$ cat src/common/rv_pkg.sv
package rv_pkg;

    typedef logic [31:0] word_t;      // data or address word
    typedef logic [4:0]  reg_idx_t;   // register index
    typedef logic [2:0]  funct3_t;

    // major opcodes of the supported subset
    typedef enum logic [6:0] {
        OP     = 7'b0110011,
        OP_IMM = 7'b0010011,
        LOAD   = 7'b0000011,
        STORE  = 7'b0100011,
        BRANCH = 7'b1100011,
        LUI    = 7'b0110111,
        AUIPC  = 7'b0010111,
        JAL    = 7'b1101111,
        JALR   = 7'b1100111,
        SYSTEM = 7'b1110011
    } opcode_e;

    typedef enum logic [3:0] {
        ALU_ADD,
        ALU_SUB,
        ALU_SLL,
        ALU_SLT,
        ALU_SLTU,
        ALU_XOR,
        ALU_SRL,
        ALU_SRA,
        ALU_OR,
        ALU_AND
    } alu_op_e;

    // decoder output, consumed by exec, fsm and register file
    typedef struct packed {
        opcode_e  opcode;
        reg_idx_t rd;
        reg_idx_t rs1;
        reg_idx_t rs2;
        funct3_t  funct3;
        alu_op_e  alu_op;
        word_t    imm;
        logic     use_imm;    // operand b is imm
        logic     use_pc;     // operand a is pc
        logic     zero_a;     // operand a is zero (lui)
        logic     writes_rd;
        logic     is_load;
        logic     is_store;
        logic     halt;       // ebreak or unknown opcode
    } decoded_t;

    // one request on the shared memory port
    typedef struct packed {
        word_t addr;
        word_t wdata;
        logic  we;
    } mem_req_t;

endpackage

$ cat src/pc_unit.sv
module pc_unit #(
    parameter rv_pkg::word_t RESET_PC = 32'h0
) (
    input  logic          clk,
    input  logic          reset,
    input  logic          pc_advance,
    input  logic          jump_en,
    input  rv_pkg::word_t jump_target,
    output rv_pkg::word_t pc,
    output rv_pkg::word_t snpc
);

    assign snpc = pc + 32'd4;

    always_ff @(posedge clk) begin
        if (reset)
            pc <= RESET_PC;
        else if (pc_advance)
            pc <= jump_en ? jump_target : snpc;   // taken jump or next word
    end

    // targets from exec must keep word alignment
    pc_aligned_a : assert property (
        @(posedge clk) disable iff (reset)
        pc_advance |=> (pc[1:0] == 2'b00)
    );

endmodule

$ cat src/reg_file.sv
module reg_file (
    input  logic             clk,
    input  logic             we,
    input  rv_pkg::decoded_t dec,
    input  rv_pkg::word_t    wdata,
    output rv_pkg::word_t    rs1_data,
    output rv_pkg::word_t    rs2_data
);

    rv_pkg::word_t regs [32];

    always_ff @(posedge clk) begin
        if (we && dec.rd != '0)   // x0 never written
            regs[dec.rd] <= wdata;
    end

    assign rs1_data = (dec.rs1 == '0) ? '0 : regs[dec.rs1];
    assign rs2_data = (dec.rs2 == '0) ? '0 : regs[dec.rs2];

    // the x0 slot is left alone by every write
    x0_zero_a : assert property (
        @(posedge clk)
        we |=> (regs[0] === $past(regs[0]))
    );

endmodule

$ cat src/execute/decoder.sv
module decoder (
    input  rv_pkg::word_t    inst,
    output rv_pkg::decoded_t dec
);

    rv_pkg::word_t   imm_i;
    rv_pkg::word_t   imm_s;
    rv_pkg::word_t   imm_b;
    rv_pkg::word_t   imm_u;
    rv_pkg::word_t   imm_j;
    rv_pkg::alu_op_e funct_op;
    logic            f7_bit5;

    assign f7_bit5 = inst[30];

    assign imm_i = {{20{inst[31]}}, inst[31:20]};
    assign imm_s = {{20{inst[31]}}, inst[31:25], inst[11:7]};
    assign imm_b = {{20{inst[31]}}, inst[7], inst[30:25], inst[11:8], 1'b0};
    assign imm_u = {inst[31:12], 12'b0};
    assign imm_j = {{12{inst[31]}}, inst[19:12], inst[20], inst[30:21], 1'b0};

    // funct3/funct7 to alu op, for OP and OP_IMM
    always_comb begin
        case (inst[14:12])
            3'b000: begin
                if (inst[6:0] == rv_pkg::OP && f7_bit5)
                    funct_op = rv_pkg::ALU_SUB;
                else
                    funct_op = rv_pkg::ALU_ADD;   // addi never subtracts
            end
            3'b001:  funct_op = rv_pkg::ALU_SLL;
            3'b010:  funct_op = rv_pkg::ALU_SLT;
            3'b011:  funct_op = rv_pkg::ALU_SLTU;
            3'b100:  funct_op = rv_pkg::ALU_XOR;
            3'b101:  funct_op = f7_bit5 ? rv_pkg::ALU_SRA : rv_pkg::ALU_SRL;
            3'b110:  funct_op = rv_pkg::ALU_OR;
            default: funct_op = rv_pkg::ALU_AND;
        endcase
    end

    always_comb begin
        dec        = '0;
        dec.opcode = rv_pkg::opcode_e'(inst[6:0]);
        dec.rd     = inst[11:7];
        dec.rs1    = inst[19:15];
        dec.rs2    = inst[24:20];
        dec.funct3 = inst[14:12];
        dec.alu_op = rv_pkg::ALU_ADD;

        case (dec.opcode)
            rv_pkg::OP: begin
                dec.alu_op    = funct_op;
                dec.writes_rd = 1'b1;
            end
            rv_pkg::OP_IMM: begin
                dec.alu_op    = funct_op;
                dec.imm       = imm_i;
                dec.use_imm   = 1'b1;
                dec.writes_rd = 1'b1;
            end
            rv_pkg::LOAD: begin
                dec.imm       = imm_i;
                dec.use_imm   = 1'b1;
                dec.is_load   = 1'b1;
                dec.writes_rd = 1'b1;
            end
            rv_pkg::STORE: begin
                dec.imm      = imm_s;
                dec.use_imm  = 1'b1;
                dec.is_store = 1'b1;
            end
            rv_pkg::BRANCH: begin
                dec.imm     = imm_b;   // alu forms pc + offset
                dec.use_imm = 1'b1;
                dec.use_pc  = 1'b1;
            end
            rv_pkg::LUI: begin
                dec.imm       = imm_u;
                dec.use_imm   = 1'b1;
                dec.zero_a    = 1'b1;
                dec.writes_rd = 1'b1;
            end
            rv_pkg::AUIPC: begin
                dec.imm       = imm_u;
                dec.use_imm   = 1'b1;
                dec.use_pc    = 1'b1;
                dec.writes_rd = 1'b1;
            end
            rv_pkg::JAL: begin
                dec.imm       = imm_j;
                dec.use_imm   = 1'b1;
                dec.use_pc    = 1'b1;
                dec.writes_rd = 1'b1;
            end
            rv_pkg::JALR: begin
                dec.imm       = imm_i;
                dec.use_imm   = 1'b1;
                dec.writes_rd = 1'b1;
            end
            default: dec.halt = 1'b1;   // ebreak and anything unknown
        endcase
    end

endmodule

$ cat src/execute/exec_unit.sv
module exec_unit (
    input  rv_pkg::decoded_t dec,
    input  rv_pkg::word_t    rs1_data,
    input  rv_pkg::word_t    rs2_data,
    input  rv_pkg::word_t    pc,
    input  rv_pkg::word_t    snpc,
    output rv_pkg::word_t    result,
    output rv_pkg::word_t    mem_addr,
    output rv_pkg::word_t    store_data,
    output logic             jump_en,
    output rv_pkg::word_t    jump_target
);

    rv_pkg::word_t op_a;
    rv_pkg::word_t op_b;
    rv_pkg::word_t alu_out;
    logic [4:0]    shamt;
    logic          is_jal;
    logic          is_jalr;
    logic          branch_taken;

    assign is_jal  = (dec.opcode == rv_pkg::JAL);
    assign is_jalr = (dec.opcode == rv_pkg::JALR);

    // operand a: zero for lui, pc for auipc/jal/branch, else rs1
    always_comb begin
        if (dec.zero_a)
            op_a = '0;
        else if (dec.use_pc)
            op_a = pc;
        else
            op_a = rs1_data;
    end

    assign op_b  = dec.use_imm ? dec.imm : rs2_data;
    assign shamt = op_b[4:0];

    always_comb begin
        case (dec.alu_op)
            rv_pkg::ALU_SUB:  alu_out = op_a - op_b;
            rv_pkg::ALU_SLL:  alu_out = op_a << shamt;
            rv_pkg::ALU_SLT:  alu_out = {31'b0, $signed(op_a) < $signed(op_b)};
            rv_pkg::ALU_SLTU: alu_out = {31'b0, op_a < op_b};
            rv_pkg::ALU_XOR:  alu_out = op_a ^ op_b;
            rv_pkg::ALU_SRL:  alu_out = op_a >> shamt;
            rv_pkg::ALU_SRA:  alu_out = $unsigned($signed(op_a) >>> shamt);
            rv_pkg::ALU_OR:   alu_out = op_a | op_b;
            rv_pkg::ALU_AND:  alu_out = op_a & op_b;
            default:          alu_out = op_a + op_b;
        endcase
    end

    // branch condition from funct3
    always_comb begin
        case (dec.funct3)
            3'b000:  branch_taken = (rs1_data == rs2_data);
            3'b001:  branch_taken = (rs1_data != rs2_data);
            3'b100:  branch_taken = $signed(rs1_data) < $signed(rs2_data);
            3'b101:  branch_taken = $signed(rs1_data) >= $signed(rs2_data);
            3'b110:  branch_taken = rs1_data < rs2_data;
            3'b111:  branch_taken = rs1_data >= rs2_data;
            default: branch_taken = 1'b0;
        endcase
    end

    assign jump_en = is_jal || is_jalr ||
                     (dec.opcode == rv_pkg::BRANCH && branch_taken);

    // jalr target has bit 0 cleared
    assign jump_target = is_jalr ? {alu_out[31:1], 1'b0} : alu_out;

    assign result     = (is_jal || is_jalr) ? snpc : alu_out;   // link value
    assign mem_addr   = rs1_data + dec.imm;
    assign store_data = rs2_data;

endmodule

$ cat src/core_fsm.sv
module core_fsm (
    input  logic             clk,
    input  logic             reset,
    input  rv_pkg::decoded_t dec,
    input  rv_pkg::word_t    pc,
    input  rv_pkg::word_t    mem_addr,
    input  rv_pkg::word_t    store_data,
    input  rv_pkg::word_t    result,
    output rv_pkg::word_t    inst,
    output logic             pc_advance,
    output logic             rd_we,
    output rv_pkg::word_t    rd_data,
    output rv_pkg::mem_req_t mem_req,
    output logic             mem_valid,
    input  logic             mem_ack,
    input  rv_pkg::word_t    mem_rdata,
    output logic             halted
);

    typedef enum logic [2:0] {
        FETCH,
        EXECUTE,
        MEM,
        WRITEBACK,
        HALT
    } state_e;

    state_e           state;
    logic             ack_seen;   // ack taken, waiting for it to drop
    logic             in_bus;
    logic             bus_done;
    rv_pkg::word_t    load_word;

    assign in_bus   = (state == FETCH) || (state == MEM);
    assign bus_done = in_bus && ack_seen && !mem_ack;

    // fetch reads at pc, mem phase uses the exec address
    always_comb begin
        if (state == FETCH) begin
            mem_req.addr  = pc;
            mem_req.wdata = '0;
            mem_req.we    = 1'b0;
        end else begin
            mem_req.addr  = mem_addr;
            mem_req.wdata = store_data;
            mem_req.we    = dec.is_store;
        end
    end

    always_ff @(posedge clk) begin
        if (reset) begin
            state     <= FETCH;
            mem_valid <= 1'b0;
            ack_seen  <= 1'b0;
        end else begin
            if (in_bus) begin
                if (!mem_valid && !ack_seen && !mem_ack) begin
                    mem_valid <= 1'b1;
                end else if (mem_valid && mem_ack) begin
                    mem_valid <= 1'b0;
                    ack_seen  <= 1'b1;
                end else if (bus_done) begin
                    ack_seen <= 1'b0;
                end
            end

            case (state)
                FETCH: if (bus_done) state <= EXECUTE;
                EXECUTE: begin
                    if (dec.halt)
                        state <= HALT;
                    else if (dec.is_load || dec.is_store)
                        state <= MEM;
                    else
                        state <= WRITEBACK;
                end
                MEM:       if (bus_done) state <= WRITEBACK;
                WRITEBACK: state <= FETCH;
                default:   state <= HALT;   // stays halted
            endcase
        end
    end

    // instruction and load word
    always_ff @(posedge clk) begin
        if (state == FETCH && mem_valid && mem_ack)
            inst <= mem_rdata;
        if (state == MEM && mem_valid && mem_ack && dec.is_load)
            load_word <= mem_rdata;
    end

    assign pc_advance = (state == WRITEBACK);
    assign rd_we      = (state == WRITEBACK) && dec.writes_rd;
    assign rd_data    = dec.is_load ? load_word : result;
    assign halted     = (state == HALT);

    // request held steady until the memory answers
    req_stable_a : assert property (
        @(posedge clk) disable iff (reset)
        mem_valid && !mem_ack |=> $stable(mem_req)
    );

endmodule

$ cat src/rv_core.sv
module rv_core #(
    parameter rv_pkg::word_t RESET_PC = 32'h0
) (
    input  logic             clk,
    input  logic             reset,
    output rv_pkg::mem_req_t mem_req,
    output logic             mem_valid,
    input  logic             mem_ack,
    input  rv_pkg::word_t    mem_rdata,
    output logic             halted
);

    rv_pkg::decoded_t dec;
    rv_pkg::word_t    inst;
    rv_pkg::word_t    pc;
    rv_pkg::word_t    snpc;
    rv_pkg::word_t    rs1_data;
    rv_pkg::word_t    rs2_data;
    rv_pkg::word_t    result;
    rv_pkg::word_t    mem_addr;
    rv_pkg::word_t    store_data;
    rv_pkg::word_t    jump_target;
    rv_pkg::word_t    rd_data;
    logic             jump_en;
    logic             pc_advance;
    logic             rd_we;

    core_fsm u_core_fsm (
        .clk        (clk),
        .reset      (reset),
        .dec        (dec),
        .pc         (pc),
        .mem_addr   (mem_addr),
        .store_data (store_data),
        .result     (result),
        .inst       (inst),
        .pc_advance (pc_advance),
        .rd_we      (rd_we),
        .rd_data    (rd_data),
        .mem_req    (mem_req),
        .mem_valid  (mem_valid),
        .mem_ack    (mem_ack),
        .mem_rdata  (mem_rdata),
        .halted     (halted)
    );

    pc_unit #(
        .RESET_PC (RESET_PC)
    ) u_pc_unit (
        .clk         (clk),
        .reset       (reset),
        .pc_advance  (pc_advance),
        .jump_en     (jump_en),
        .jump_target (jump_target),
        .pc          (pc),
        .snpc        (snpc)
    );

    reg_file u_reg_file (
        .clk      (clk),
        .we       (rd_we),
        .dec      (dec),
        .wdata    (rd_data),
        .rs1_data (rs1_data),
        .rs2_data (rs2_data)
    );

    decoder u_decoder (
        .inst (inst),
        .dec  (dec)
    );

    exec_unit u_exec_unit (
        .dec         (dec),
        .rs1_data    (rs1_data),
        .rs2_data    (rs2_data),
        .pc          (pc),
        .snpc        (snpc),
        .result      (result),
        .mem_addr    (mem_addr),
        .store_data  (store_data),
        .jump_en     (jump_en),
        .jump_target (jump_target)
    );

endmodule

$ cat config.mk
export PLATFORM = sky130hd
export DESIGN_NAME = rv_core
export DESIGN_NICKNAME = d
export VERILOG_FILES = /design/src/common/rv_pkg.sv /design/src/pc_unit.sv /design/src/reg_file.sv /design/src/execute/decoder.sv /design/src/execute/exec_unit.sv /design/src/core_fsm.sv /design/src/rv_core.sv
export SDC_FILE = /design/constraint.sdc
export NUM_CORES = 2
export LEC_CHECK = 0
export ABC_AREA = 0
export BUFFER_PORTS_ARGS = -buffer_cell sky130_fd_sc_hd__clkbuf_2
export CORE_MARGIN = 1.5
export CORE_UTILIZATION = 50
export DETAILED_ROUTE_END_ITERATION = 8
export PLACE_DENSITY = 0.66
export SYNTH_ARGS = -nofsm -noshare
export SYNTH_HDL_FRONTEND = slang
export SYNTH_SLANG_ARGS = --single-unit
$ cat constraint.sdc
create_clock -name clk -period 8.9 [get_ports clk]
set_clock_uncertainty 0.2 [all_clocks]
set_input_delay 0.445 -clock clk [delete_from_list [all_inputs] [get_ports clk]]
set_output_delay 0.445 -clock clk [all_outputs]
set_load 0.02 [all_outputs]
### Word level (Yosys, flattened, before mapping)

Memory sizes are Yosys's and may differ from the RTL's. A register that Yosys moved wholly into a read port is not among the register bits.
Index checks and enable logic that the tools add are counted.

| cells by class | value |
|---|---|
| add/sub/neg operators | 4 |
| multipliers | 0 |
| divide/modulo/power cells | 0 |
| magnitude comparators | 6 |
| equality and inequality tests | 33 |
| shift-type cells | 3 |
| mux-type cells | 35 |
| bitwise logic cells | 4 |
| reduce and logical (&&, ||, !) cells | 37 |

Operator list:

| kind | count |
|---|---|
| 32-bit one-hot mux with 9 select lines | 1 |
| 32-bit 2-to-1 mux | 8 |
| 33-bit one-hot mux with 5 select lines | 1 |
| 32-bit less-than comparator | 4 |
| 65-bit 2-to-1 mux | 1 |
| 32-bit adder | 2 |
| 32-bit >= comparator | 2 |
| 32-bit by 3-bit adder with 32-bit output, second input constant | 1 |
| 32-bit bitwise AND | 1 |
| 32-bit equality test | 1 |
| 32-bit inequality test | 1 |
| 32-bit bitwise OR | 1 |
| 32-bit by 5-bit left shift with 32-bit output | 1 |
| 32-bit by 5-bit right shift with 32-bit output | 1 |
| 32-bit by 5-bit >>> shifter with 32-bit output | 1 |
| 32-bit subtractor | 1 |
| 32-bit bitwise XOR | 1 |
| 4-bit one-hot mux with 7 select lines | 1 |
| 7-bit by 6-bit equality test with 1-bit output, second input constant | 3 |
| 7-bit equality test, second input constant | 3 |
| 4-bit by 3-bit equality test with 1-bit output, second input constant | 4 |
| 3-bit equality test, second input constant | 5 |
| 1-bit 2-to-1 mux | 15 |
| 7-bit by 5-bit equality test with 1-bit output, second input constant | 2 |
| other kinds (26) | 60 |

| storage, ports and cells | value |
|---|---|
| bits in registers | 101 |
| latch bits | 0 |
| memory bits (writable) | 1024 |
| memory bits (read-only) | 0 |
| input port bits | 35 |
| output and inout port bits | 67 |
| memories | 1 |

Memories:

| name | words | bits a word | read ports | clocked after Yosys merged registers in | write ports | RTL line | source |
|---|---|---|---|---|---|---|---|
| u_reg_file.regs | 32 | 32 | 2 | 2 | 1 | reg_file.sv:10 | `rv_pkg::word_t regs [32];` |

### Depth between registers and ports, before layout

| depth | value |
|---|---|
| depth in word-level cells | 9 |
| mapped depth | 27 |

### By module

From an unflattened synthesis, not the netlist that was laid out.

| unflattened totals | value |
|---|---|
| cells, all modules | 5147 |
| area total of the unflattened synthesis | 67298.3 sq um |

By module, submodules not included:

| module | instances | cells an instance | area each (sq um) | sequential area each (sq um) |
|---|---|---|---|---|
| reg_file | 1 | 2564 | 47904.7 | 30749.5 |
| exec_unit | 1 | 1895 | 12722.2 | 0.0 |
| core_fsm | 1 | 206 | 3194.3 | 2021.9 |
| pc_unit | 1 | 349 | 2588.7 | 640.6 |
| decoder | 1 | 133 | 888.4 | 0.0 |

### Worst setup path after synthesis

OpenSTA, ideal clock, no wires.

| timing | value |
|---|---|
| kind | flip-flop to flip-flop |
| start point | register (tool-made name) |
| end point | memory u_reg_file.regs[0][31] (netlist bit) (data pin) |
| setup time | 0.478 ns |
| arrival | 7.505 ns |
| slack | 0.717 ns |
| stages on the path, launching flop included | 27 |
| path buffers | 8 |
| cell sequence | dfxtp_1 buf_6 buf_12 buf_8 buf_2 buf_2 buf_1 buf_2 mux4_2 mux4_2 nand2_1 a21oi_1 a21o_1 ha_1 clkbuf_1 nor4_1 nand3_1 o221a_2 o21ai_0 a211oi_1 o41ai_1 a21oi_1 o41ai_1 a21o_1 a31o_2 a221oi_1 a221oi_1 |

RTL lines:

| item | RTL line |
|---|---|
| to (decl) | reg_file.sv:10 |

==> reports/results.ini <==
[worst_setup_path]
crit_fanout = 29
endpoint_kind = primary output
crit_buf_inv = 1
regToRegSetupSlack_ps = 830
r2r_end = u_reg_file.regs[22][31]
start_kind = flip-flop
worstPathCellList = nand4b_1, or2_2, o21ai_0, a22o_1, ha_1, nor2b_1, o21ai_0, a21boi_0, o21ai_0, a21boi_0, o21ai_0, a31o_2, a31oi_1, a21o_1, a311oi_1, o21ai_0, xnor2_1, o21ai_0, clkbuf_2
r2r-start = u_core_fsm.inst[5]
slowest_stage = or2_2
reg2reg_depth = 21
criticalPathCategory = reg2out
cp_common_cell = o21ai_0
required_ps = 8260
cp.arrival_ps = 7770
slowest_delay_ps = 750
cp_top_family = compound AO/OA/AOI/OAI gates

[yosys]
synth_area_per_cell_um2 = 13.29
synthTopCellsByArea = edfxtp_1 (50%), mux4_2 (14%), mux2i_1 (7.7%), ha_1 (3.1%), a21oi_1 (2.2%)
seq_area_frac_synth_pct = 51.29
mappedNetlistArea_um2 = 65530
synth_top_area_cell = edfxtp_1
yosys_register_bits = 1135
synthFlopType = edfxtp_1
synth_edf_count = 1088
syn_inst = 4931
synth_common_cells = edfxtp_1 (1088), mux2i_1 (506), mux4_2 (402)
ys_warn_count = 0
synth_cell_types = 97
synth_top_area_share_pct = 49.86
synthArstFlopShare_pct = 0
synth.most_common_cell = edfxtp_1

[grt]
grt_remaining_overflow = 0
grt_use_total_pct = 38.02
first_global_vias = 46570
grt_pass1_wl_um = 354400
antenna_found_initial = 15
grt_max_degree = 83

[hold_path]
whs_path_depth = 2
hp-class = in2reg
min_to = u_core_fsm.load_word[8]
hp-start = mem_rdata[8]

[placed_design]
gp_congestion = 1.024
dp_hpwl_um = 171500
numPortBuffers = 101
dp.cells = 6632

[sta]
finalHoldViolations = 0
setup_viol = 0
holdWs_ps = 212.4
relSlewSlack_pct = 7.048
period_share_pct = 94.50
worst_pin_slew_ps = 1384
period_minus_slack_ps = 8410
fmax_mhz = 118.9
tns_ps = 0
slew_viol_final = 0
rsz0062_at_grt = false

[route]
wl_per_cell_um = 37.02
firstDrtPassIters = 7
wl_met3_um = 31780
top_layer_used = met5
drt_iter0_markers = 7554
routed_wl_um = 255100
wl_met1_um = 96160
vias = 48870
drc = 0
via_per_inst = 7.091
wl_met2_um = 112600
final_antenna_net_count = 0

[power_and_ir_drop]
p_leak_nw = 25.98
power_density_nw_per_um2 = 221.5
peakVddDrop_v = 0.0002428

[die]
initial_core_util_pct = 50.48
die_h_um = 365.0
ios = 102
die-width_um = 365.0
rows = 132
coreArea_um2 = 129800
dieArea_um2 = 133200

[clock_tree]
cts.clk_slew.worst_paths_ps = 60
htreeDepth = 3
clock-sinks = 1135
clk_latency_ps = 790
cts.path.max_buffers = 3
cts_buffers = 117
cts_resized = 0
cts_root_buf = clkbuf_16
cts_tree = done
postCtsSetupBuffers = 0
postCtsHoldBufs = 34

[run]
cap_violations = 0

[run_status]
status = finished clean

[final_layout]
fill_cells = 10580
drive_gt1_share_pct = 21.36
finish.utilization_pct = 56.22
instances_no_fill = 6891
nNetsFinal = 5242
syn_to_final_growth_pct = 11.37

[sequential cells by signal, indices dropped and copies added (netlist names), named ones only]
register,count
u_core_fsm.state,3
u_core_fsm.mem_valid,1
u_core_fsm.ack_seen,1
u_pc_unit.pc,32
u_core_fsm.inst,32
u_reg_file.regs,1024
u_core_fsm.load_word,32
[final cells by class]
cell class              instances  area [µm²]  share of cell area, %
diodes                          4       10.01                0.01372
clock buffers                 130        3019                  4.137
clock inverters                91       967.2                  1.325
inverters                     113       429.2                 0.5880
multi-input cells            3342       30210                  41.39
flip-flops and latches       1135       33640                  46.09
well taps                    1742        2180                  2.987
repair buffers                334        2527                  3.463
[cells in the final DEF, fill, tap and decap left out, drive strengths merged, types with 33 or more instances in the layout]
cell	netlist	final
a211oi	63	63
a21o	73	73
a21oi	290	290
a22oi	170	170
and2	56	56
buf	175	199
clkbuf	197	231
clkinv	2	61
dfxtp	47	47
dlygate4sd3	0	34
edfxtp	1088	1088
ha	161	161
inv	111	118
mux2	59	59
mux2i	507	507
mux4	407	407
nand2	250	250
nand2b	33	33
nand3	76	76
nor2	345	345
nor3	63	63
o21ai	182	182
o22ai	52	52
or2	34	34
xnor2	45	45
[cell families (layout without fill, tap and decap cells)]
group | after synthesis | in the layout | share of synthesized area (%)
AND/OR/NAND/NOR | 1007 | 1007 | 7.187
AO/OA/AOI/OAI | 1089 | 1089 | 11.08
multiplexers | 973 | 973 | 22.78
buffers and inverters | 485 | 668 | 3.458
other | 1 | 36 | 0.005723
adder cells (fa/ha/maj) | 164 | 164 | 3.166
XOR/XNOR | 77 | 77 | 1.029
flip-flops | 1135 | 1135 | 51.29
[routing by layer]
layer / vias up / track usage (%)
met5: - / 0
met2: 3570 / 57.34
met1: 24820 / 51.86
met4: 12 / 18.55
met3: 666 / 9.122
li1: 19800 / -
[power breakdown]
part,internal [mW],switching (mW)
Clock,2.89,2.22
Combinational,1.30,2.89
Sequential,6.78,0.0816
Total,11.0,5.19
[worst max path at each step]
stage | start | to | slack, ps | cells after the start
global route | flip-flop | mem_req[57] | 250 | 24
floorplan | flip-flop | u_reg_file.regs[0][31] | 720 | 26
CTS | flip-flop | mem_req[57] | 640 | 24
global placement | flip-flop | u_reg_file.regs[23][31] | 1200 | 23
detailed placement | u_core_fsm.inst[2] | u_reg_file.regs[22][31] | 1140 | 21
finish | u_core_fsm.inst[5] | mem_req[57] | 490 | 19
[stage by stage]
| step | total power [mW] | setup slack (ps) | cell area, µm² |
|---|---|---|---|
| 2_1_floorplan | 9.467 | 717.1 | 65640 |
| 3_3_place_gp | 11.00 | 1196 | 68640 |
| 3_5_place_dp | 11.02 | 1136 | 68640 |
| 4_1_cts | 16.08 | 640.8 | 72970 |
| 5_1_grt | 16.62 | 246.3 | 72970 |
| 6_report | 16.16 | 489.5 | 72980 |
Note: power is estimated with default switching activity, not from simulation.
